### config.mk
export PLATFORM = sky130hd
export DESIGN_NAME = ddc_input_mux
export DESIGN_NICKNAME = d
export VERILOG_FILES = /design/src/verilog/ddc_pkg.sv /design/src/verilog/ddc_input_mux.sv
export SDC_FILE = /design/constraint.sdc
export NUM_CORES = 1
export LEC_CHECK = 0
export BUFFER_PORTS_ARGS = -buffer_cell sky130_fd_sc_hd__buf_2
export CORE_UTILIZATION = 37
export CTS_CLUSTER_DIAMETER = 80
export DETAILED_ROUTE_END_ITERATION = 8
export PLACE_DENSITY = 0.75
export SETUP_SLACK_MARGIN = 0.4
export SKIP_CTS_REPAIR_TIMING = 1
export SLEW_MARGIN = 0
export SYNTH_ARGS = -nofsm -noshare
export SYNTH_HDL_FRONTEND = slang
export SYNTH_SLANG_ARGS = --single-unit
export TNS_END_PERCENT = 10
### constraint.sdc
create_clock -name clk -period 0.8 [get_ports clk]
set_input_delay 0.08 -clock clk [delete_from_list [all_inputs] [get_ports clk]]
set_output_delay 0.08 -clock clk [all_outputs]
set_load 0.02 [all_outputs]
### src/verilog/ddc_pkg.sv
// ddc shared definitions
// sample widths, settings register map and mode register layout
`default_nettype none

package ddc_pkg;

  // datapath widths
  localparam int SAMPLE_W = 24;  // internal I/Q width
  localparam int IO_W     = 16;  // one component of the input/output word
  localparam int CORDIC_W = 25;  // one guard bit for CORDIC growth
  localparam int PHASE_W  = 32;  // NCO accumulator
  localparam int ZETA_W   = 24;  // phase bits into the rotator
  localparam int SCALE_W  = 18;  // unsigned output scale, 2^14 is unity
  localparam int RATE_W   = 8;   // CIC decimation rate

  localparam int CIC_ORDER = 4;

  // settings register offsets from BASE
  localparam int ADDR_PHASE_INC = 0;
  localparam int ADDR_SCALE     = 1;
  localparam int ADDR_RATE      = 2;
  localparam int ADDR_MODE      = 3;

  // mode register bits
  localparam int MODE_SWAP_BIT = 0;
  localparam int MODE_REAL_BIT = 1;

endpackage

`default_nettype wire
### src/verilog/ddc_input_mux.sv
// ddc input mux
// unpacks the I/Q word to 24 bits, applies I/Q swap and real mode
`timescale 1ns/1ps
`default_nettype none

module ddc_input_mux (
  input  wire                           clk,
  input  wire                           reset,
  input  wire                           i_clear,
  input  wire                           i_sample_in_stb,
  input  wire  [2*ddc_pkg::IO_W-1:0]    i_sample_in,
  input  wire                           i_swap_iq,
  input  wire                           i_real_mode,
  output logic                          o_stb,
  output logic [ddc_pkg::SAMPLE_W-1:0]  o_i,
  output logic [ddc_pkg::SAMPLE_W-1:0]  o_q
);

  localparam int SW = ddc_pkg::SAMPLE_W;
  localparam int IW = ddc_pkg::IO_W;

  logic [SW-1:0] in_i;
  logic [SW-1:0] in_q;

  assign in_i = {i_sample_in[2*IW-1 -: IW], {(SW-IW){1'b0}}};  // I in the upper half
  assign in_q = {i_sample_in[IW-1:0], {(SW-IW){1'b0}}};

  always_ff @(posedge clk) begin
    if (reset || i_clear) begin
      o_stb <= 1'b0;
      o_i   <= '0;
      o_q   <= '0;
    end else begin
      o_stb <= i_sample_in_stb;
      o_i   <= i_swap_iq ? in_q : in_i;
      o_q   <= i_real_mode ? '0 : (i_swap_iq ? in_i : in_q);  // real mode zeros Q after the swap
    end
  end

endmodule

`default_nettype wire

==> Word level (Yosys, flattened, before mapping) <==
Cells that the tools add are included.
{ "word_totals": {"reg_bits": 49, "word_cells": 7} }
{ "op_classes": {"n_mux": 2, "reduce_logical": 2} }
{ "op_table": {"columns": ["operator", "n"], "rows": [
  ["24-bit two-way mux", 2],
  ["2-bit OR reduction", 1],
  ["1-bit logical OR", 1]
]} }

==> Longest topological paths before layout <==
{ "depth": {"word_depth": 2, "depth_mapped": 4} }

==> Least setup slack after synthesis <==
Ideal clock, no wire load.
{ "synth_path": {"path_type": "input to register", "startpoint": "input i_clear", "endpoint": "register o_q[13] (netlist name)", "setup_ns": 0.064, "arrival_time_ns": 0.775, "required_ns": 0.736, "setup_slack_ns": -0.039, "cell_stages": 4, "path_buffers": 2, "path_cell_list": "or3_4 > buf_6 > buf_8 > nor2_1"} }
{ "synth_via": {"elab_chain_len": 2} }
{ "synth_lines": {"columns": ["element", "line_no", "source"], "rows": [
  ["start: declaration", "ddc_input_mux.sv:9", "input wire i_clear,"],
  ["1-bit logical OR", "ddc_input_mux.sv:29", "if (reset || i_clear) begin"],
  ["2-bit OR reduction (no line)", null, null],
  ["end signal: assignment", "ddc_input_mux.sv:36", "o_q <= i_real_mode ? '0 : (i_swap_iq ? in_i : in_q);"],
  ["end: declaration", "ddc_input_mux.sv:16", "output logic [ddc_pkg::SAMPLE_W-1:0] o_q"]
]} }
Every way passes these cells.
A chain may end at the register's enable or synchronous reset.

==> Final worst setup path <==
{ "layout_path": {"startpoint": "register o_q[14] (netlist name)", "endpoint": "output o_q[14] (netlist name)"} }
No word-level cell between the ends.

==> impl_metrics.ini <==
[run_status]
status = complete, but fails checks
violations = hold timing, setup timing

[detailed_routing]
drc = 0
vias_per_cell = 4.51
dr.pass1.iters = 4
drtAntennaViolNets = 0
avgRoutedWirePerCell_microns = 13.3
routed_wl_microns = 3240
initialDrtViolationCount = 27
num_vias = 1101

[yosys]
ys_seq_elements = 33
yosys.area.top_type = dfxtp_1
synth_top_family_by_area = multiplexers
yosys-top-cells-area = dfxtp_1 50%, mux2i_1 24%, buf_4 11%
synth-simple-area-share = 0.108
seq_area_frac_synth = 0.503
syn_avg_cell_area_sq_um = 10.4
ys_warn_count = 0
yosysUniqueCellTypes = 12
synth_compound_area_frac = 0
synth_xor_area_frac = 0
synth_area_sq_mm = 0.00131
syn_inst = 126
synthAdderAreaFrac = 0
muxShareOfSynthArea = 0.244
synth_top_cell_area_share = 0.503

[power]
ir_drop_mv = 0.691
intPower_mw = 2.40
switching_power_mw = 0.972
pwr-share-seq = 0.518
pwr-share-clk = 0.262
swShare = 0.288
leakage_nw = 1.00
power_frac_comb = 0.220
p_per_area_mw_per_mm2 = 1620

[worst_setup_path]
slowest_delay_ps = 360
crit_type = reg2out
startpoint_type = flop
crit_chain = buf_6
critical_path.top_delay_family = flip-flops
end_kind = output pin
cpMaxStageDelayCell = dfxtp_2
path_buf_inv = 1
crit_fanout = 1
arrival_ps = 810
worstPathRequired_ps = 720

[floorplanning]
chipHeight_microns = 61.6
initial_core_util = 0.390
pin_count = 87
die_area_sq_mm = 0.00379
core-area_sq_mm = 0.00336
rows = 21
die_width_microns = 61.6

[cts]
htreeDepth = 2
clkTransAtPathRegs_ps = 110
cts_tree = built
numCtsBuffers = 5
cts_sinks = 33
cts-root-buf = clkbuf_4
clockBufferDepth = 2

[sta]
setup_viol = 33
hold_viol_final = 1
hold_slack_ps = -40.4
fin_crit_sh = 1.11
max_freq_ghz = 1.12
period_needed_ps = 892
drv_slew = 0
grt_setup_unrepaired = yes
layout_setup_ws_ps = -91.6
setup_tns_ps = -1930

[final_layout]
fin_cells = 244
drive_gt1_frac = 0.672
final_nets = 235
antenna_cells = 0
fin_util = 0.618
layout-area-overhead-vs-synth_pct = 58.3

[hold_path]
hold_class = in2reg
hold_depth = 3
holdPathEnd = o_stb$_SDFF_PP0_
min-delay-start = i_sample_in_stb

[global_routing]
grt_pass1_vias = 810
overflow = 0
grt_first_pass_wirelength_microns = 3320
grt_max_degree = 25
antenna_found_initial = 0
grt.total_usage = 0.126

[placed_design]
post-place-cells = 236
gp_congestion = 0.588
hpwl_microns = 1900
port_buffers = 70

[job]
max_cap_viol_count = 0
how the worst max path moves through the flow:
stage	end	slack, ps	depth (start not counted)	startpoint
2_1_floorplan	o_q[13]$_SDFF_PP0_	-20	4	i_clear
3_3_place_gp	o_q[9]$_SDFF_PP0_	-50	3	i_clear
3_5_place_dp	o_q[9]$_SDFF_PP0_	-80	3	i_clear
4_1_cts	o_i[12]	-110	1	o_i[12]$_SDFF_PP0_
5_1_grt	o_q[13]	-130	1	o_q[13]$_SDFF_PP0_
6_report	o_q[14]	-90	1	o_q[14]$_SDFF_PP0_
placed cells by master, fill, tap and decap left out:
master    netlist  final
mux2i_2         0      4
clkinv_2        0      2
buf_8           1      2
buf_16          0      1
mux2i_1        32     24
inv_1           1      1
buf_4          19      5
nor2_4          0      4
or3_4           1      1
buf_12          0      1
clkbuf_4        0      5
dfxtp_1        33      5
nor2_1         33     18
clkbuf_1        1      1
or2_4           0      1
nor2_2          0     11
dfxtp_2         0     28
mux2i_4         0      4
buf_6           1     30
conb_1          1     16
buf_2           2     34
layout make-up:
type	instances	area [sq um]
clock inverter	2	10.0
timing repair buffer	73	623
inverter	1	3.75
multi-input combinational	83	647
fill	283	1280
tap	46	57.6
clock buffer	6	41.3
sequential	33	696
cell usage after synthesis:
cell / instances
clkbuf_1: 1
inv_1: 1
buf_2: 2
conb_1: 1
or3_4: 1
mux2i_1: 32
buf_4: 19
buf_6: 1
dfxtp_1: 33
or2_1: 1
nor2_1: 33
buf_8: 1
metal layers:
| metal | track usage | routed length [microns] | part of all wire |
|---|---|---|---|
| met1 | 0.138 | 1250 | 0.39 |
| met2 | 0.207 | 1630 | 0.50 |
| met3 | 0.0525 | 295 | 0.091 |
| met4 | 0.0667 | 70 | 0.022 |
| met5 | 0 | 0 | 0 |
stage by stage:
stage | hold slack [ps] | instance area [sq um] | setup WS, ps | power, mW
6_report | -40.4 | 2080 | -91.6 | 3.37
4_1_cts | -50.4 | 1690 | -106 | 3.17
3_5_place_dp | 308 | 1640 | -84.0 | 2.31
5_1_grt | -46.3 | 2080 | -126 | 3.52
3_3_place_gp | 310 | 1640 | -47.8 | 2.30
2_1_floorplan | 192 | 1370 | -24.0 | 2.17
flip-flops by register name, summed over array words and instances (netlist names):
signal and cells:
o_q 16, o_stb 1, o_i 16
power by group through the flow:
stage,combinational (mW),clock [mW],sequential [mW]
2_1_floorplan,0.324,0,1.84
3_3_place_gp,0.541,0,1.76
3_5_place_dp,0.549,0,1.76
4_1_cts,0.550,0.904,1.72
5_1_grt,0.784,0.987,1.75
6_report,0.741,0.885,1.75
logic make-up after synthesis:
group | Yosys count
other cells | 1
buf+inv | 25
flops | 33
mux | 32
simple gates | 35
(Power assumes the default switching activity.)
