[config.mk]
export PLATFORM = sky130hd
export DESIGN_NAME = ddc_output_scaler
export DESIGN_NICKNAME = d
export VERILOG_FILES = /design/src/verilog/ddc_pkg.sv /design/src/verilog/ddc_output_scaler.sv
export SDC_FILE = /design/constraint.sdc
export NUM_CORES = 2
export LEC_CHECK = 0
export CORE_MARGIN = 3
export CORE_UTILIZATION = 55
export CTS_CLUSTER_SIZE = 20
export DETAILED_ROUTE_END_ITERATION = 10
export DONT_BUFFER_PORTS = 1
export GPL_ROUTABILITY_DRIVEN = 0
export GPL_TIMING_DRIVEN = 0
export HOLD_SLACK_MARGIN = 0.06
export PLACE_DENSITY = 0.73
export SETUP_SLACK_MARGIN = 0.05
export SYNTH_ARGS = -nofsm -noshare
export SYNTH_HDL_FRONTEND = slang
export SYNTH_SLANG_ARGS = --single-unit
export TNS_END_PERCENT = 10
[constraint.sdc]
create_clock -name clk -period 18.6 [get_ports clk]
set_input_delay 1.86 -clock clk [delete_from_list [all_inputs] [get_ports clk]]
set_output_delay 1.86 -clock clk [all_outputs]
set_load 0.05 [all_outputs]
[src/verilog/ddc_pkg.sv]
// ddc shared definitions
// sample widths, settings register map and mode register layout
`default_nettype none

package ddc_pkg;

  // datapath widths
  localparam int SAMPLE_W = 24;  // internal I/Q width
  localparam int IO_W     = 16;  // one component of the input/output word
  localparam int CORDIC_W = 25;  // one guard bit for CORDIC growth
  localparam int PHASE_W  = 32;  // NCO accumulator
  localparam int ZETA_W   = 24;  // phase bits into the rotator
  localparam int SCALE_W  = 18;  // unsigned output scale, 2^14 is unity
  localparam int RATE_W   = 8;   // CIC decimation rate

  localparam int CIC_ORDER = 4;

  // settings register offsets from BASE
  localparam int ADDR_PHASE_INC = 0;
  localparam int ADDR_SCALE     = 1;
  localparam int ADDR_RATE      = 2;
  localparam int ADDR_MODE      = 3;

  // mode register bits
  localparam int MODE_SWAP_BIT = 0;
  localparam int MODE_REAL_BIT = 1;

endpackage

`default_nettype wire
[src/verilog/ddc_output_scaler.sv]
// ddc output scaler
// scale multiply, clip to 24 bits, round half away from zero to the 16-bit I/Q word
`timescale 1ns/1ps
`default_nettype none

module ddc_output_scaler (
  input  wire                                 clk,
  input  wire                                 reset,
  input  wire                                 i_clear,
  input  wire                                 i_stb,
  input  wire  signed [ddc_pkg::SAMPLE_W-1:0] i_i,
  input  wire  signed [ddc_pkg::SAMPLE_W-1:0] i_q,
  input  wire         [ddc_pkg::SCALE_W-1:0]  i_scale,
  output logic                                o_stb,
  output logic        [2*ddc_pkg::IO_W-1:0]   o_sample_out
);

  localparam int SW     = ddc_pkg::SAMPLE_W;
  localparam int IW     = ddc_pkg::IO_W;
  localparam int PROD_W = SW + 1 + ddc_pkg::SCALE_W;  // 25 x 18 product
  localparam int LSB    = 14;                        // scale of 2^14 is unity
  localparam int KEEP_W = PROD_W - LSB;
  localparam int DROP   = SW - IW;

  localparam logic signed [SW:0] HALF    = (SW+1)'(2 ** (DROP - 1));
  localparam logic signed [SW:0] HALF_M1 = (SW+1)'(2 ** (DROP - 1) - 1);

  logic signed [SW-1:0]     i_r, q_r;
  logic signed [PROD_W-1:0] i_prod, q_prod;
  logic signed [SW-1:0]     i_clip, q_clip;
  logic [3:0]               stb_pipe;

  function automatic logic [SW-1:0] sat(input logic signed [PROD_W-1:0] p);
    logic signed [KEEP_W-1:0] v;
    v = p[PROD_W-1:LSB];
    if ((v[KEEP_W-1:SW-1] == '0) || (v[KEEP_W-1:SW-1] == '1)) begin
      sat = v[SW-1:0];
    end else begin
      sat = {v[KEEP_W-1], {(SW-1){~v[KEEP_W-1]}}};
    end
  endfunction

  // half away from zero, saturating at the top
  function automatic logic [IW-1:0] round(input logic signed [SW-1:0] v);
    logic signed [SW:0] sum;
    sum = (SW+1)'(v) + (v[SW-1] ? HALF_M1 : HALF);
    if (sum[SW] != sum[SW-1]) begin
      round = {sum[SW], {(IW-1){~sum[SW]}}};
    end else begin
      round = sum[SW-1:DROP];
    end
  endfunction

  always_ff @(posedge clk) begin
    if (reset || i_clear) begin
      stb_pipe <= '0;
    end else begin
      stb_pipe <= {stb_pipe[2:0], i_stb};
    end
  end

  assign o_stb = stb_pipe[3];

  always_ff @(posedge clk) begin
    i_r    <= i_i;
    q_r    <= i_q;
    i_prod <= PROD_W'(i_r) * PROD_W'($signed({1'b0, i_scale}));  // unsigned scale
    q_prod <= PROD_W'(q_r) * PROD_W'($signed({1'b0, i_scale}));
    i_clip <= sat(i_prod);
    q_clip <= sat(q_prod);
    o_sample_out <= {round(i_clip), round(q_clip)};  // I in the upper half
  end

endmodule

`default_nettype wire

Yosys cells after proc, flatten, opt, wreduce, memory -nomap -nowiden
Cells that the tools add are included.
{"block": "word_totals", "ff_bits": 218, "inputBits": 70, "out_inout_bits": 33, "wordCells": 31}
{"block": "op_classes", "addsub": 2, "n_mul": 2, "n_eq_ne": 4, "n_mux": 6, "bitwise": 4, "reduce_logical": 5}
{"operator": "24-bit by 19-bit multiplier with 43-bit output", "n": 2}
{"operator": "24-bit by 9-bit adder with 25-bit output", "n": 2}
{"operator": "24-bit two-way mux", "n": 2}
{"operator": "16-bit two-way mux", "n": 2}
{"operator": "8-bit two-way mux", "n": 2}
{"operator": "6-bit equality test (second input constant)", "n": 2}
{"operator": "6-bit zero test", "n": 2}
{"operator": "1-bit inverter", "n": 4}
{"operator": "1-bit logical OR", "n": 3}
{"operator": "1-bit != test", "n": 2}

Logic depth before layout (Yosys ltp)
{"block": "depth", "depth_word": 4, "ltp_mapped": 25, "mapped_depth_nobuf": 23}

Worst setup path after synthesis
No wires, ideal clock.
{"block": "synth_path", "path_kind": "in2reg", "start": "input i_scale[4] (netlist bit)", "end": "register q_prod[42]", "setup_ps": 121, "arrival_ps": 7565, "required_time_ps": 18479, "setup_slack_ps": 10914, "cell_stages": 21, "cell_sequence": "clkbuf_1 clkbuf_1 nand2_1 fa_1 fa_1 inv_1 fa_1 fa_1 fa_1 inv_1 fa_1 inv_1 ha_1 a21o_1 a21o_1 a211o_1 a21o_1 a21o_1 nor3_1 a21oi_1 xnor2_1"}
{"block": "synth_between", "elab_chain_len": 1}
{"item": "start: declaration", "line": "ddc_output_scaler.sv:13", "rtl": "input wire [ddc_pkg::SCALE_W-1:0] i_scale,"}
{"item": "24-bit by 19-bit multiplier with 43-bit output", "line": "ddc_output_scaler.sv:68", "rtl": "q_prod <= PROD_W'(q_r) * PROD_W'($signed({1'b0, i_scale}));"}
{"item": "end signal: assignment", "line": "ddc_output_scaler.sv:68"}
{"item": "end: declaration", "line": "ddc_output_scaler.sv:29", "rtl": "logic signed [PROD_W-1:0] i_prod, q_prod;"}
No other way between the ends.
A chain may end at the register's enable or synchronous reset.

Worst setup path in the final report
Same ends and word-level chain as after synthesis.

==> results.md <==
- Synthesized net count: 5,045
- Die Area: 69,400 um2
- Slew headroom: 25.2%
- Vias: roughly 26,000
- CTS root buf: clkbuf_16
- Max-Cap Viols: 0
- Pin count of the biggest net entering global routing: 20
- Core Util, Final: 58.6%
- Die H: 263 um
- Mean post-synth cell area: 9.37 um2
- CP Launch Type: input pin
- Reg clk slew, reported paths: 0.08 ns
- Dpl cell area: 37,500 um2
- Die W: 263 um
- Clock latency at the later pin of the worst-skew pair: 0.51 ns
- First-pass GRT wire length: 153,000 um
- Inserted Clock Buffers: 17
- GR Util All Layers: 28.7%
- Area growth from synthesis to layout: 4.63%
- First-pass DRT Iterations: 6
- Yosys warns: 0
- WL per Instance: 19.7 um
- Setup slack after layout: approximately 10 ns
- Post-Syn Area: 36,500 um2
- CP arrival: 9.08 ns
- Cts hold-fix bufs: 0
- Register area share after synthesis: about a tenth
- Flops & latches, synth: 190
- Max clock buf depth: 2
- RSZ-0062 raised after global routing: false
- 1st-iter DRT viols: just under 2,000
- Top cells by count, synth: inv_1 (1,037), fa_1 (856), and2_1 (531), nand2_1 (396), ha_1 (228)
- Asr flop ratio synth: 0%
- Clock sinks: 190
- Status: finished, final reports clean
- Synth unique cells: 66
- Initial antenna violation count: 8
- Type of the worst setup path: in2reg
- DP Worst Slack: about 9.5 ns
- Most common cell in the netlist: inv_1
- Hold Crit Class: reg2reg
- # setup viols final: 0
- Top cell type's share of synthesized area: 47.0%
- TritonCTS clock tree: built
- Vias in the first global route: 27,800
- Post-route ant nets: 0
- Final min period: 8.70 ns
- Vias per cell: roughly 5.4
- Starting density of the core: 56.1%
- Count of flip-flops with a built-in enable after synthesis: 0
- Post-Route WL: 94,500 um
- Ranking of synthesized cells by area: fa_1 (47%), inv_1 (11%), dfxtp_1 (10%), and2_1 (9.1%), ha_1 (7.8%)
- Critical path capture point type: register
- Post-cts sizing count: 0
- Total grt overflow: 0
- Mapped Cells: 3,891
- Placed wire-length estimate: 79,200 um
- Post-CTS setup buffer count: 0
- I/O pins: ~100
- Post-synth top area cell: fa_1
- Clk_skew: roughly 0.013 ns
- Top FF cell, synth: dfxtp_1
- Worst-Margin Slew: 1.12 ns
- Hold Fails Final Rpt: 0
- Site Rows: 93
- Fin. max-slew vios: 0
- Layout cell share with drive strength beyond 1: 1.35%
- WP data required: 18.98 ns
- Crit path max fanout: 10
- Fin nets: 5,064
- Remaining DRCs: 0
- Fin crit share: between 40% and 50%
- Number of H-tree levels: 4
- Fin Setup TNS: 0 ns
- F_max: ~0.12 GHz
- Number of port buffers: 0
- Final Instance Area: 38,100 um2
- CORE AREA: 65,000 um2
## per-stage QoR
step,std cells,hold slack (ns)
global placement,4746,0.409
global route,4777,0.443
detailed placement,4746,0.410
floorplan,3891,0.403
finish,4785,0.427
CTS,4777,0.429
## layout by cell type, fill, tap and decap left out, types with 7 or more instances in the layout
| master | n |
|---|---|
| dfxtp_1 | 190 |
| diode_2 | 8 |
| o21a_1 | 16 |
| clkbuf_16 | 17 |
| nor2b_1 | 9 |
| o211ai_1 | 8 |
| nand2_1 | 396 |
| xor2_1 | 21 |
| a211oi_1 | 10 |
| nor4_1 | 7 |
| xnor2_1 | 60 |
| and3_1 | 8 |
| clkbuf_1 | 155 |
| and2_1 | 531 |
| o21ai_0 | 31 |
| inv_1 | 1037 |
| fa_1 | 856 |
| and4_1 | 8 |
| nor2_1 | 51 |
| a21o_1 | 73 |
| nor3_1 | 10 |
| nand3_1 | 15 |
| nand4_1 | 20 |
| a21oi_1 | 59 |
| a31oi_1 | 11 |
| ha_1 | 228 |
## registers in the layout, summed over array words and instances, names as in the netlist
register and count:
o_sample_out 32, i_prod 29, q_prod 29, i_clip 24
i_r 24, q_clip 24, q_r 24, stb_pipe 4
## metal layers
metal / GRT usage (%) / part of all wire [%] / vias up
met4: 12.5 / 5.0 / 6
met1: 37.0 / 39 / 13000
met5: 0 / 0.051 / -
met2: 46.2 / 46 / 1108
met3: 7.01 / 9.8 / 284
li1: - / - / 11300
## logic make-up (layout without fill, tap and decap cells)
family                   after synthesis  after routing  share of synthesized area (%)
multiplexers                           1              1                         0.0275
adder cells (fa/ha/maj)             1084           1084                           54.8
buffers and inverters               1196           1227                           12.3
AND/OR/NAND/NOR                     1080           1080                           15.6
XOR/XNOR                              81             81                           1.95
flip-flops                           190            190                           10.4
AO/OA/AOI/OAI                        259            259                           4.84
other                                  0              8                              0
## layout make-up
cell class	instances	area, um2
Clock inverter	14	174
Multi-Input combinational cell	2505	28200
Inverter	1037	3890
Antenna cell	8	20.0
Clock buffer	17	425
Buffer	159	608
Sequential cell	190	3800
Fill cell	5634	26900
Tap cell	855	1070
## path summary, 6_finish.rpt
| check | cells after the start | from | endpoint | slack, ns |
|---|---|---|---|---|
| worst max register to register | 19 | i_r[11] | i_prod[42] | 11.27 |
| worst min register to register | 1 | q_prod[24] | q_clip[10] | 0.43 |
| worst max-delay path | 21 | i_scale[4] | q_prod[42] | 9.90 |
| worst min-delay path | 1 | q_prod[24] | q_clip[10] | 0.43 |
## critical path, stage by stage
cell	delay (ns)
clkbuf_1	0.49
clkbuf_1	0.80
nand2_1	0.31
fa_1	0.83
fa_1	0.45
inv_1	0.39
fa_1	0.53
fa_1	0.52
fa_1	0.50
inv_1	0.05
fa_1	0.47
inv_1	0.04
ha_1	0.35
a21o_1	0.19
a21o_1	0.17
a211o_1	0.30
a21o_1	0.21
a21o_1	0.21
nor3_1	0.13
a21oi_1	0.10
xnor2_1	0.18
Power is not shown: default switching activity piles up to over one toggle a cycle in this logic, so the estimate is an artifact.
