## config.mk

```make
export PLATFORM = sky130hd
export DESIGN_NAME = cic_decimator
export DESIGN_NICKNAME = d
export VERILOG_FILES = /design/src/verilog/ddc_pkg.sv /design/src/verilog/cic_decimator.sv
export SDC_FILE = /design/constraint.sdc
export NUM_CORES = 2
export LEC_CHECK = 0
export BUFFER_PORTS_ARGS = -buffer_cell sky130_fd_sc_hd__buf_4
export CAP_MARGIN = 20
export CORE_MARGIN = 2
export CORE_UTILIZATION = 45
export DETAILED_ROUTE_END_ITERATION = 6
export PLACE_DENSITY = 0.58
export REMOVE_ABC_BUFFERS = 1
export SLEW_MARGIN = 5
export SYNTH_ARGS = -nofsm -noshare
export SYNTH_HDL_FRONTEND = slang
export SYNTH_SLANG_ARGS = --single-unit
```

## constraint.sdc

```tcl
create_clock -name clk -period 12.15 [get_ports clk]
set_input_delay 1.215 -clock clk [delete_from_list [all_inputs] [get_ports clk]]
set_output_delay 1.215 -clock clk [all_outputs]
set_load 0.01 [all_outputs]
```

## src/verilog/ddc_pkg.sv

```systemverilog
// ddc shared definitions
// sample widths, settings register map and mode register layout
`default_nettype none

package ddc_pkg;

  // datapath widths
  localparam int SAMPLE_W = 24;  // internal I/Q width
  localparam int IO_W     = 16;  // one component of the input/output word
  localparam int CORDIC_W = 25;  // one guard bit for CORDIC growth
  localparam int PHASE_W  = 32;  // NCO accumulator
  localparam int ZETA_W   = 24;  // phase bits into the rotator
  localparam int SCALE_W  = 18;  // unsigned output scale, 2^14 is unity
  localparam int RATE_W   = 8;   // CIC decimation rate

  localparam int CIC_ORDER = 4;

  // settings register offsets from BASE
  localparam int ADDR_PHASE_INC = 0;
  localparam int ADDR_SCALE     = 1;
  localparam int ADDR_RATE      = 2;
  localparam int ADDR_MODE      = 3;

  // mode register bits
  localparam int MODE_SWAP_BIT = 0;
  localparam int MODE_REAL_BIT = 1;

endpackage

`default_nettype wire
```

## src/verilog/cic_decimator.sv

```systemverilog
// cic decimator
// fourth-order CIC with a runtime rate and an output shift of order * ceil(log2 rate)
`timescale 1ns/1ps
`default_nettype none

module cic_decimator #(
  parameter int MAX_RATE = 255
) (
  input  wire                                 clk,
  input  wire                                 reset,
  input  wire                                 i_clear,
  input  wire         [ddc_pkg::RATE_W-1:0]   i_rate,
  input  wire                                 i_rate_stb,
  input  wire                                 i_stb,
  input  wire  signed [ddc_pkg::SAMPLE_W-1:0] i_data,
  output logic                                o_stb,
  output logic signed [ddc_pkg::SAMPLE_W-1:0] o_data
);

  localparam int N       = ddc_pkg::CIC_ORDER;
  localparam int SW      = ddc_pkg::SAMPLE_W;
  localparam int RW      = ddc_pkg::RATE_W;
  localparam int ACC_W   = SW + N * $clog2(MAX_RATE + 1);  // worst case growth
  localparam int SHIFT_W = $clog2(N * RW + 1);

  logic signed [ACC_W-1:0] integ    [0:N-1];
  logic signed [ACC_W-1:0] comb_dly [0:N-1];
  logic signed [ACC_W-1:0] comb_in  [0:N];  // comb_in[N] is the comb output
  logic [RW-1:0]      cnt;
  logic [SHIFT_W-1:0] shift;
  logic               decim;

  // shift = N * ceil(log2 rate)
  always_comb begin
    shift = '0;
    for (int b = 0; b < RW; b++) begin
      if ((RW'(1) << b) < i_rate) begin
        shift = SHIFT_W'(N * (b + 1));
      end
    end
  end

  always_comb begin
    comb_in[0] = integ[N-1];
    for (int k = 0; k < N; k++) begin
      comb_in[k+1] = comb_in[k] - comb_dly[k];
    end
  end

  assign decim = i_stb && (cnt == i_rate - RW'(1));  // rate-th input

  always_ff @(posedge clk) begin
    if (reset || i_clear) begin
      for (int k = 0; k < N; k++) begin
        integ[k]    <= '0;
        comb_dly[k] <= '0;
      end
      cnt   <= '0;
      o_stb <= 1'b0;
    end else begin
      o_stb <= decim;
      if (i_rate_stb) begin
        cnt <= '0;  // restart on a new rate
      end else if (i_stb) begin
        cnt <= decim ? '0 : cnt + RW'(1);
      end
      if (i_stb) begin
        integ[0] <= integ[0] + ACC_W'(i_data);
        for (int k = 1; k < N; k++) begin
          integ[k] <= integ[k] + integ[k-1];
        end
      end
      if (decim) begin
        for (int k = 0; k < N; k++) begin
          comb_dly[k] <= comb_in[k];
        end
      end
    end
  end

  always_ff @(posedge clk) begin
    if (decim) begin
      o_data <= SW'(comb_in[N] >>> shift);
    end
  end

  a_rate_max: assert property (@(posedge clk) disable iff (reset)
      (i_rate != '0) && (int'(i_rate) <= MAX_RATE));

endmodule

`default_nettype wire

```

# ---- Word-level counts from Yosys, hierarchy flattened
# Memory sizes are Yosys's and may differ from the RTL's.
# Index checks and enable logic that the tools add are counted.
dict set report classes {
  n_bitwise 8
  n_shift 1
  muxes 25
  n_eq_ne 1
  n_reduce_logical 3
  add_sub_neg 10
  n_lt_le_gt_ge 8
}
# operator n
set op_table {}
lappend op_table {{two-way mux 56 bit} 8}
lappend op_table {{subtractor 56 bit} 4}
lappend op_table {{adder 56 bit} 3}
lappend op_table {{adder 56 x 24 -> 56 bit} 1}
lappend op_table {{>>> shifter 56 x 6 -> 24 bit} 1}
lappend op_table {{two-way mux 6 bit} 7}
lappend op_table {{adder 8 x 1 -> 8 bit, second input constant} 1}
lappend op_table {{equality test 8 bit} 1}
lappend op_table {{< comparator 1 x 8 -> 1 bit, first input constant} 1}
lappend op_table {{< comparator 2 x 8 -> 1 bit, first input constant} 1}
lappend op_table {{< comparator 3 x 8 -> 1 bit, first input constant} 1}
lappend op_table {{< comparator 4 x 8 -> 1 bit, first input constant} 1}
lappend op_table {{< comparator 5 x 8 -> 1 bit, first input constant} 1}
lappend op_table {{< comparator 6 x 8 -> 1 bit, first input constant} 1}
lappend op_table {{< comparator 7 x 8 -> 1 bit, first input constant} 1}
lappend op_table {{< comparator 8 bit, first input constant} 1}
lappend op_table {{two-way mux 1 bit} 8}
lappend op_table {{two-way mux 8 bit} 1}
lappend op_table {{bitwise OR 1 bit} 8}
lappend op_table {{subtractor 8 x 1 -> 8 bit, second input constant} 1}
lappend op_table {{two-way mux 3 bit} 1}
lappend op_table {{OR reduction 2 bit} 1}
lappend op_table {{logical AND 1 bit} 1}
lappend op_table {{logical OR 1 bit} 1}
dict set report word_totals {
  ramBits 448
  out_inout_bits 25
  register_bits 33
  wordCells 61
  input_bits 37
  mem_count 2
}
# name depth width read_ports rd_ports_with_merged_regs wr line_no
set memory_table {}
lappend memory_table {comb_dly 4 56 4 0 4 cic_decimator.sv:27} ;# logic signed [ACC_W-1:0] comb_dly [0:N-1];
lappend memory_table {integ 4 56 4 0 4 cic_decimator.sv:26} ;# logic signed [ACC_W-1:0] integ [0:N-1];

# ---- Longest topological paths before layout
dict set report depth {
  depth_word 10
  ltp_mapped 49
  ltp_nobuf 48
}

# ---- Worst setup path before layout
# No wires, ideal clock.
dict set report synth_path {
  path_type {in2reg}
  startpoint {in i_rate[0] in the netlist's numbering}
  endpoint {mem comb_dly[0][0] in the netlist's numbering (enable)}
  setup_ps 625
  t_required_ps 11525
  slack_ps 2914
  stages 10
  n_path_buf 1
  arrival_ps 8611
  cell_sequence {or3_1 > or3_1 > nor3b_1 > a21oi_1 > nand2_1 > o21ai_1 > o22a_1 > a2111oi_2 > clkbuf_1 > nand2b_1}
}
# item line_no
set synth_lines {}
lappend synth_lines {{start, declared} cic_decimator.sv:12} ;# input wire [ddc_pkg::RATE_W-1:0] i_rate,
lappend synth_lines {{end, declared} cic_decimator.sv:27}

==> results.md <==
* Average cell area after synthesis at 8.890 µm²
* Core ar. at 93750 µm²
* Critical path data arrival time at 11.30 ns
* Post-synth cell types at 89
* Largest net degree at the start of global routing at 170
* Post-Layout Cell Count at 6082
* Synth Flop Type: edfxtp_1
* Starting density of the core at 45.55%
* Worst vdd ir at 0.2346 mV
* Cts bufs inserted at 59
* Area leader, netlist: edfxtp_1
* Placed insts at 5973
* Count leader, synth: edfxtp_1
* Total Die Area at 97370 µm²
* Sw Ratio at 48.59%
* Startpoint types: flip-flop
* Placer congestion estimate at 0.9322
* Antenna violations before repair at 0
* Postcts setup bufs at 0
* Status: completed
* Leak at 20.82 nW
* Post-Syn Area at 42700 µm²
* Boundary Pins at 62
* Rows at 112
* Overall Global Routing Usage at 20.31%
* Worst EP required at 12.55 ns
* Seq pwr share at 16.2%
* Number of synthesized register bits at 481
* Pint at 6.482 mW
* Critical Path Max Stage Delay at 0.55 ns
* Most area-consuming cells after synthesis: edfxtp_1 33%, ha_1 13%, a21oi_1 5.4%
* # hold bufs at CTS at 0
* Setup WS pre-CTS at 1.367 ns
* Gate Count Post-Synth at 4803
* Final hold vios at 0
* Dpl cell area at 44310 µm²
* First-pass GRT wire length at 165.0 mm
* Skew final at 0.01911 ns
* Synth top area share at 33.19%
* Final Cell Area at 46370 µm²
* EDFF count, synth at 472
* Detail-routed net length per standard cell at 16.42 µm
* Clk sinks at 481
* CTS tree: done
* Vias after detailed routing at 33490
* Vias in the first global route at 32910
* Logic pwr share at 68.9%
* Hold path depth at 2
* Crit path capture type: flip-flop
* Worst Setup Path Type: flip-flop to flip-flop
* Worst-path clk slew at 0.06 ns
* Vert. Die Dim at 312.0 µm
* Clk root buf: clkbuf_16
* Top post-synthesis cells by count: 472 x edfxtp_1, 464 x a21oi_1, 444 x ha_1
* Die width at 312.0 µm
* H-tree depth at 2
* Global route total overflow at 0
* Pwr dens at 271.9 nW/µm²
* Final setup viols at 0
* Final Cycle Share at 89.78%
* Max Buffers Root-to-Sink at 3
* Normalized max-slew margin at 38.00%
* Clock Power Share at 15.0%
* Worst-path fanout max at 14
* Crit path top cell by count: a21oi_1
* R2R cell count at 44
* Hpwl dp at 77.62 mm
* Port Buf Inserts at 61
* Final setup margin at 1.241 ns
* # nets final at 5269
* Resize count post-CTS at 0
* NetSw at 6.126 mW
* Maxcap violations at 0
* Total wire length at 99.89 mm
* First-pass DRT Iterations at 6
* Crit-path slowest cell: a211oi_1
* Post-route ant nets at 0
* Slew @ Worst Pin at 0.9300 ns
* Drt via density at 5.507
* DRC viols at 0
* Worst min path class: flip-flop to flip-flop
* Antenna Cells at 0
* Synth Warn # at 0
* Ys async rst share at 0%
* Max frequency at 91.67 MHz
* Post-route minimum period at 10.91 ns
* Area growth, synth to finish at 8.585%
* RSZ-0062 raised after global routing: false
* DR iter-0 viols at 1592
* Final slew viol count at 0
* Seq/Total Area, Yosys at 33.61%
* Clk Latency, worst-skew pair at 0.67 ns
* Layout cells sized above 1 at 4.660%
-- logic make-up after synthesis --
group	Yosys count	synth area share [%]
compound gates	1487	22.65
simple gates	1434	16.64
buf+inv	507	4.468
fa+ha+maj	452	13.38
xor+xnor	404	8.319
flops	481	33.61
mux	38	0.9230
-- worst paths after layout --
| path | startpoint | slack [ns] | to |
|---|---|---|---|
| worst max-delay path | integ[3][0] | 1.24 | o_data[18] |
| worst min register to register | cnt[1] | 0.52 | cnt[1] |
| worst min-delay path | cnt[1] | 0.52 | cnt[1] |
| worst max register to register | integ[3][0] | 1.24 | o_data[18] |
-- final cells by class --
cell class              count  area (µm²)
well taps                1254        1569
flip-flops and latches    481       14350
clock buffers              65        1499
clock inverters            44       556.8
repair buffers             81       620.6
fillers                  8944       47380
multi-input cells        3815       26480
inverters                 342        1284
-- layer usage --
metal | vias to the layer above | GRT usage, % | share of wire [%]
met3 | 196 | 2.084 | 2.6
met5 | - | 0 | 0
met1 | 15210 | 25.42 | 46
li1 | 17590 | - | -
met4 | 0 | 8.097 | 3.9
met2 | 493 | 35.82 | 48
-- cell usage in the layout (no fill, tap or decap), drive strengths merged, types with 13 or more instances in the layout --
master / count
inv: 347
a211o: 14
nor2b: 62
a21o: 303
a21oi: 464
a31o: 13
a211oi: 26
xnor2: 230
and3: 182
o31ai: 23
a221o: 14
and2: 124
o21bai: 90
a221oi: 18
clkbuf: 65
xor2: 173
nor4: 14
nor2: 420
a311oi: 13
mux2i: 30
clkinv: 23
buf: 81
nand2b: 70
edfxtp: 472
nor3: 73
o21ai: 245
nor3b: 19
nand3: 87
o211ai: 27
o21a: 49
a21boi: 16
nand2: 275
nand4: 58
ha: 444
a31oi: 56
-- registers in the layout (all words and copies together) (netlist names) --
register / cells
comb_dly: 224
integ: 224
o_data: 24
cnt: 8
o_stb: 1
-- through the flow --
step / hold slack (ns) / utilization (%) / setup TNS (ns) / total power, mW
after detailed placement: 0.5101 / 47.27 / 0 / 10.66
after global placement: 0.5104 / 47.27 / 0 / 10.70
final: 0.5197 / 49.46 / 0 / 12.61
after CTS: 0.5201 / 49.46 / 0 / 12.61
after global routing: 0.5520 / 49.46 / 0 / 13.66
after floorplan: 0.4837 / - / -318.06 / 8.537
-- power groups by stage --
stage / logic [mW] / registers (mW) / clock network, mW
CTS: 8.63 / 2.04 / 1.95
global route: 9.61 / 2.05 / 2.00
finish: 8.68 / 2.04 / 1.89
detailed placement: 8.58 / 2.07 / 0
global placement: 8.63 / 2.07 / 0
floorplan: 6.47 / 2.06 / 0
-- critical path: cells and delay by family, from the launching register on --
kind	cells	cell delay, ns
XOR/XNOR	4	0.60
AND/OR/NAND/NOR	11	2.35
buffers and inverters	1	0.06
AO/OA/AOI/OAI	23	5.38
adder cells (fa/ha/maj)	5	1.90
flip-flops	1	0.35
No activity file was read; power rests on OpenSTA's default activity.
