===== config.mk =====
export PLATFORM = sky130hd
export DESIGN_NAME = ddc_settings
export DESIGN_NICKNAME = d
export VERILOG_FILES = /design/src/verilog/ddc_pkg.sv /design/src/verilog/ddc_settings.sv
export SDC_FILE = /design/constraint.sdc
export NUM_CORES = 1
export LEC_CHECK = 0
export BUFFER_PORTS_ARGS = -buffer_cell sky130_fd_sc_hd__buf_2
export CAP_MARGIN = 20
export CORE_MARGIN = 2
export CORE_UTILIZATION = 35
export DETAILED_ROUTE_END_ITERATION = 10
export PLACE_DENSITY_LB_ADDON = 0.15
export SYNTH_ARGS = -nofsm -noshare
export SYNTH_HDL_FRONTEND = slang
export SYNTH_SLANG_ARGS = --single-unit

===== constraint.sdc =====
create_clock -name clk -period 3.5 [get_ports clk]
set_input_delay 0.7 -clock clk [delete_from_list [all_inputs] [get_ports clk]]
set_output_delay 0.7 -clock clk [all_outputs]
set_load 0.005 [all_outputs]

===== src/verilog/ddc_pkg.sv =====
// ddc shared definitions
// sample widths, settings register map and mode register layout
`default_nettype none

package ddc_pkg;

  // datapath widths
  localparam int SAMPLE_W = 24;  // internal I/Q width
  localparam int IO_W     = 16;  // one component of the input/output word
  localparam int CORDIC_W = 25;  // one guard bit for CORDIC growth
  localparam int PHASE_W  = 32;  // NCO accumulator
  localparam int ZETA_W   = 24;  // phase bits into the rotator
  localparam int SCALE_W  = 18;  // unsigned output scale, 2^14 is unity
  localparam int RATE_W   = 8;   // CIC decimation rate

  localparam int CIC_ORDER = 4;

  // settings register offsets from BASE
  localparam int ADDR_PHASE_INC = 0;
  localparam int ADDR_SCALE     = 1;
  localparam int ADDR_RATE      = 2;
  localparam int ADDR_MODE      = 3;

  // mode register bits
  localparam int MODE_SWAP_BIT = 0;
  localparam int MODE_REAL_BIT = 1;

endpackage

`default_nettype wire

===== src/verilog/ddc_settings.sv =====
// ddc settings registers
// address-decoded config registers; a rate change is held back while samples flow
`timescale 1ns/1ps
`default_nettype none

module ddc_settings #(
  parameter int BASE = 0
) (
  input  wire                          clk,
  input  wire                          reset,
  input  wire                          i_clear,
  input  wire                          i_set_stb,
  input  wire  [7:0]                   i_set_addr,
  input  wire  [31:0]                  i_set_data,
  input  wire                          i_sample_in_stb,
  output logic [ddc_pkg::PHASE_W-1:0]  o_phase_inc,
  output logic [ddc_pkg::SCALE_W-1:0]  o_scale,
  output logic [ddc_pkg::RATE_W-1:0]   o_rate,
  output logic                         o_rate_stb,
  output logic                         o_swap_iq,
  output logic                         o_real_mode
);

  localparam int RW = ddc_pkg::RATE_W;

  logic [RW-1:0] rate_req;  // rate as last written on the bus
  logic          rate_wr;   // rate register written last cycle
  logic          active;    // samples seen since the last clear
  logic          rate_pend;

  always_ff @(posedge clk) begin
    if (reset) begin
      o_phase_inc <= '0;
      o_scale     <= '0;
      o_swap_iq   <= 1'b0;
      o_real_mode <= 1'b0;
      rate_req    <= RW'(1);  // no decimation
      rate_wr     <= 1'b0;
    end else begin
      rate_wr <= 1'b0;
      if (i_set_stb) begin
        case (i_set_addr)
          8'(BASE + ddc_pkg::ADDR_PHASE_INC): o_phase_inc <= i_set_data;
          8'(BASE + ddc_pkg::ADDR_SCALE):     o_scale <= i_set_data[ddc_pkg::SCALE_W-1:0];
          8'(BASE + ddc_pkg::ADDR_RATE): begin
            rate_req <= i_set_data[RW-1:0];
            rate_wr  <= 1'b1;
          end
          8'(BASE + ddc_pkg::ADDR_MODE): begin
            o_swap_iq   <= i_set_data[ddc_pkg::MODE_SWAP_BIT];
            o_real_mode <= i_set_data[ddc_pkg::MODE_REAL_BIT];
          end
          default: ;
        endcase
      end
    end
  end

  // changing the CIC rate mid-stream would corrupt its state
  always_ff @(posedge clk) begin
    if (reset) begin
      active     <= 1'b0;
      rate_pend  <= 1'b0;
      o_rate     <= RW'(1);
      o_rate_stb <= 1'b0;
    end else begin
      if (i_clear) begin
        active <= 1'b0;
      end else if (i_sample_in_stb) begin
        active <= 1'b1;
      end
      o_rate_stb <= 1'b0;
      if (rate_wr && active) begin
        rate_pend <= 1'b1;  // apply after the next clear
      end
      if (!active && (rate_wr || rate_pend)) begin
        rate_pend  <= 1'b0;
        o_rate     <= rate_req;
        o_rate_stb <= 1'b1;
      end
    end
  end

  a_rate_nonzero: assert property (@(posedge clk) disable iff (reset) o_rate != '0);

endmodule

`default_nettype wire


Yosys cells after proc, flatten, opt, wreduce, memory -nomap -nowiden
Index checks and enable logic that the tools add are counted.
Storage, ports and cells
  register bits: 72
  bits of input ports: 45
  output and inout bits: 61
  logic and storage cells: 28
Operators by class
  equality and inequality tests: 3
  multiplexer cells: 2
  bitwise operators: 1
  reductions and logical operators: 12
Operators by type and width (count)
  8-bit by 2-bit equality test with 1-bit output, second input constant: 2
  8-bit by 1-bit equality test with 1-bit output, second input constant: 1
  8-bit zero test: 1
  2-bit AND reduction: 4
  2-bit OR reduction: 3
  1-bit logical AND: 2
  1-bit 2-to-1 mux: 2
  1-bit zero test: 1
  1-bit logical OR: 1
  1-bit NOT: 1

Logic depth before layout (Yosys ltp)
  word-level depth: 3
  gate-level depth with buffers: 6
  gate-level depth less buffers: 3

Worst setup path before layout
No wires, ideal clock.
  kind: in2reg
  start point: input port i_set_addr[3]
  end point: register o_phase_inc[5] in the netlist's numbering
  setup time: 72 ps
  arrival: 1831 ps
  data required time: 3428 ps
  setup slack: 1597 ps
  stages: 6
  path through: nor4_4 > and3_1 > buf_2 > buf_8 > buf_12 > mux2i_1
Between the ends
  word-level cells in the longest chain between the ends: 2
Ends and longest elaborated chain
  start: declaration: line ddc_settings.sv:13  | input wire [7:0] i_set_addr,
  8-bit zero test: line ddc_settings.sv:42  | case (i_set_addr)
  2-bit AND reduction (no source line)
  end signal: assignment: line ddc_settings.sv:43  | 8'(BASE + ddc_pkg::ADDR_PHASE_INC): o_phase_inc <= i_set_data;
  end: declaration: line ddc_settings.sv:16  | output logic [ddc_pkg::PHASE_W-1:0] o_phase_inc,
No other way between the ends.
A chain may end at the register's enable or synchronous reset.

Final worst setup path
  start point: input port i_set_addr[3]
  end point: register o_scale[5] in the netlist's numbering
Between the ends
  word-level cells in the longest chain between the ends: 2
Ends and longest elaborated chain
  8-bit by 1-bit equality test with 1-bit output: line ddc_settings.sv:42
  2-bit AND reduction (no source line)
  end signal: assignment: line ddc_settings.sv:44  | 8'(BASE + ddc_pkg::ADDR_SCALE): o_scale <= i_set_data[ddc_pkg::SCALE_W-1:0];
  end: declaration: line ddc_settings.sv:17  | output logic [ddc_pkg::SCALE_W-1:0] o_scale,
No other way between the ends.

==> metrics.log <==
[metrics] status: finished, final reports clean
[metrics] sum of overflow across all layers after global routing: 0
[metrics] global-route wire length before repair: approximately 11000 um
[metrics] unique cell type count in the Yosys netlist: 27
[metrics] number of vias after detailed routing: 2218
[metrics] Routed wire per std cell: roughly 13 um
[metrics] mean post-synth cell area: just over 10 um2
[metrics] maximum clock skew at final layout: 0.00828 ns
[metrics] sink of the worst hold path: o_rate[7]
[metrics] startpoint of the worst setup timing path: i_set_addr[3]
[metrics] clock-pin slew reported for the worst setup and hold paths after clock tree synthesis: around 0.06 ns
[metrics] Antenna Violating Nets Remaining: 0
[metrics] Port Buffer Count: about 110
[metrics] fraction of registers with async set or reset after synthesis: 0%
[metrics] Clock Sinks: between 70 and 80
[metrics] Design Area, Final: about 3800 um2
[metrics] critical path type: in -> reg
[metrics] Worst setup SP type: input port
[metrics] buffers from clock root to sink, at most: 2
[metrics] Residual DRC: 0
[metrics] worst hold path type: reg -> reg
[metrics] TritonCTS clock tree: done
[metrics] slew at the pin closest to its max-slew limit: between 0.7 and 0.8 ns
[metrics] final hold violation count: 0
[metrics] layout overhead on the synthesized area: 27.1%
[metrics] leading cell types by total area after synthesis: dfxtp_1 48%, mux2i_1 20%, nand2b_1 19%
[metrics] initial detailed-routing violation count: 60
[metrics] capture instance of the worst register-to-register path: o_rate[2]
[metrics] die outline area: just over 9000 um2
[metrics] fmax: 481 MHz
[metrics] net count of the finished layout: roughly 430
[metrics] Mapped Nets: around 330
[metrics] slew margin rel.: between 40% and 50%
[metrics] CTS Buf Count: 9
[metrics] Pre-antenna DRT Iters: 4
[metrics] setup fix buffers added after clock tree synthesis: 0
[metrics] placed cell count: 480
[metrics] unrepaired setup endpoints after global routing: false
[metrics] cell leakage power: ~0.0018 uW
[metrics] area taken by flip-flops and latches: approximately 1400 um2
[metrics] cell taking the most area after synthesis: dfxtp_1
[metrics] max-cap violation count: 0
[metrics] part of the Yosys area used for sequential elements: 48.5%
[metrics] global router's overall resource usage: between 15 and 20%
[metrics] P per Cell Area: between 400 and 500 nW/um2
[metrics] post-cts resize count: 0
[metrics] maximum ir drop on the vdd rail: between 0.0002 and 0.00025 V
[metrics] Detailed Place HPWL: about 4700 um
[metrics] number of H-tree levels: 3
[metrics] top cell type's share of synthesized area: between 40% and 50%
[metrics] clock period minus worst slack: 2.08 ns
[metrics] number of synthesized register bits: between 70 and 80
[metrics] horizontal die dimension: slightly below 100 um
[metrics] post-detailed-routing wire length: around 6600 um
[metrics] main flop type after synthesis: dfxtp_1
[metrics] cell count after synthesis: 286
[metrics] root buffer selected by CTS: clkbuf_8
[metrics] number of antenna violations at the first check in global routing: 0
[metrics] Syn Std Cell Area: slightly below 3000 um2
[metrics] final weighted congestion in routability-driven placement: 0.731
[metrics] share of post-route cells with drive strength above 1: about a third
[metrics] depth of the worst register-to-register path: 3
[metrics] via count of the first global-routing pass: 2173
[metrics] diode insertion count for antenna repair: 0
[metrics] fill cell total of the finished layout: 834
[metrics] pin count of the biggest net entering global routing: 58
[metrics] Core Rows: 33
[metrics] number of synthesis warnings: 0
[metrics] Final Instance Count excl. Fillers: about 500
[metrics] hold buffer count at cts: 0
[metrics] flop2flop setup slack: about 2.4 ns
[metrics] Final Setup Violations: 0
[metrics] Worst Hold Slack: 0.451 ns
[metrics] Tcrit/Tclk final: 59.4%
[metrics] Clk Latency, worst-skew pair: 0.33 ns
[metrics] core area: approximately 8200 um2
[metrics] Final TNS setup: 0 ns
[metrics] worst hold path stage count: 2
[metrics] Vert. Die Dim: slightly below 100 um
[metrics] Data required, critical path: around 3.7 ns
[metrics] placed cell area: 3560 um2
[metrics] endpoint arrival time on the critical path: around 2.3 ns
[metrics] kind of end point of the critical path: flop
[metrics] initial core utilization: between 30% and 40%
[metrics] multi-input logic area: 1430 um2
[metrics] final-report max-slew violation count: 0
[metrics] via density per instance: 4.47
[metrics] peak fanout along the critical path: 15
[metrics] number of synthesized flops with an enable pin: 0
[metrics] count of pins on the block boundary: 106
[metrics] hold path startpoint: o_rate[7]
[metrics] reg2reg start: rate_wr
==> cells in the mapped netlist (all sizes together), types with 2 or more instances <==
master and n:
nand2 16, mux2i 60, nand4 2, a21oi 7, clkbuf 13, nand3 2
nor3 3, nand2b 91, nor2 5, dfxtp 72, buf 5
==> registers in the layout, indices dropped and copies added, names as in the netlist <==
| register | cells |
|---|---|
| o_real_mode | 1 |
| o_phase_inc | 32 |
| rate_wr | 1 |
| o_rate_stb | 1 |
| o_scale | 18 |
| o_rate | 8 |
| active | 1 |
| rate_pend | 1 |
| rate_req | 8 |
| o_swap_iq | 1 |
==> cells in the final DEF, fill, tap and decap left out <==
cell | Yosys | final
nor2b_1 | 1 | 1
clkbuf_8 | 0 | 10
clkinv_2 | 0 | 1
nand2_1 | 16 | 16
and4b_1 | 1 | 1
nand4_1 | 1 | 1
mux2i_1 | 60 | 60
dfxtp_1 | 72 | 72
nand4_2 | 1 | 1
and2_1 | 1 | 1
nand3b_1 | 1 | 1
bufinv_16 | 0 | 2
nand3_2 | 1 | 1
o21ba_2 | 1 | 1
nor4_4 | 1 | 1
nor3_1 | 3 | 3
nand2b_1 | 91 | 91
nor2_1 | 5 | 5
a21oi_1 | 7 | 7
clkbuf_1 | 13 | 3
and4_1 | 1 | 1
o21bai_1 | 1 | 1
nand3_1 | 1 | 1
nor3b_1 | 1 | 1
and3_2 | 0 | 1
buf_2 | 1 | 105
buf_12 | 1 | 2
==> layer usage <==
metal	vias up	track usage [%]	share of wire, %
met4	0	7.50	1.9
met5	-	0	0
met1	997	20.0	48
met2	68	21.9	44
li1	1143	-	-
met3	10	4.86	6.6
==> per-stage QoR <==
stage | utilization [%] | total power [uW] | setup slack [ns]
after floorplan | - | 884 | 1.60
after global placement | 43.4 | 923 | 1.10
after detailed placement | 43.4 | 923 | 1.03
after CTS | 46.0 | 1640 | 1.39
after global routing | 46.0 | 1690 | 1.28
final | 46.0 | 1610 | 1.42
==> worst max-delay path by stage <==
stage	end	cells past startpoint	slack, ns
after floorplan	o_phase_inc[5]	6	1.60
after global placement	o_scale[12]	4	1.10
after detailed placement	o_scale[12]	4	1.03
after CTS	o_scale[12]	4	1.39
after global routing	o_scale[4]	4	1.28
final	o_scale[5]	4	1.42
==> report_power, final <==
part           switching (uW)  total, uW  internal [uW]  leakage, uW
clock network             289        710            421     0.000108
registers                1.06        821            820     0.000580
logic                    38.9       82.8           43.9      0.00109
total                     329       1610           1290      0.00178
==> kinds of logic after synthesis <==
group                  share of synthesized area (%)
AO/OA/AOI/OAI                                   1.77
buffers and inverters                           3.62
flip-flops                                      48.5
multiplexers                                    20.2
AND/OR/NAND/NOR                                 25.9
==> worst max-delay path: stages <==
cell and delay [ns]:
buf_2 0.11, nor4_4 0.44, nand4_2 0.71, mux2i_1 0.35
==> final cells by class <==
type | instances | share of cell area (%)
sequential | 72 | 38.2
timing repair buffer | 107 | 15.0
tap | 105 | 3.48
clock buffer | 13 | 3.94
clock inverter | 3 | 1.72
multi-input combinational | 196 | 37.7
(Power assumes the default switching activity.)
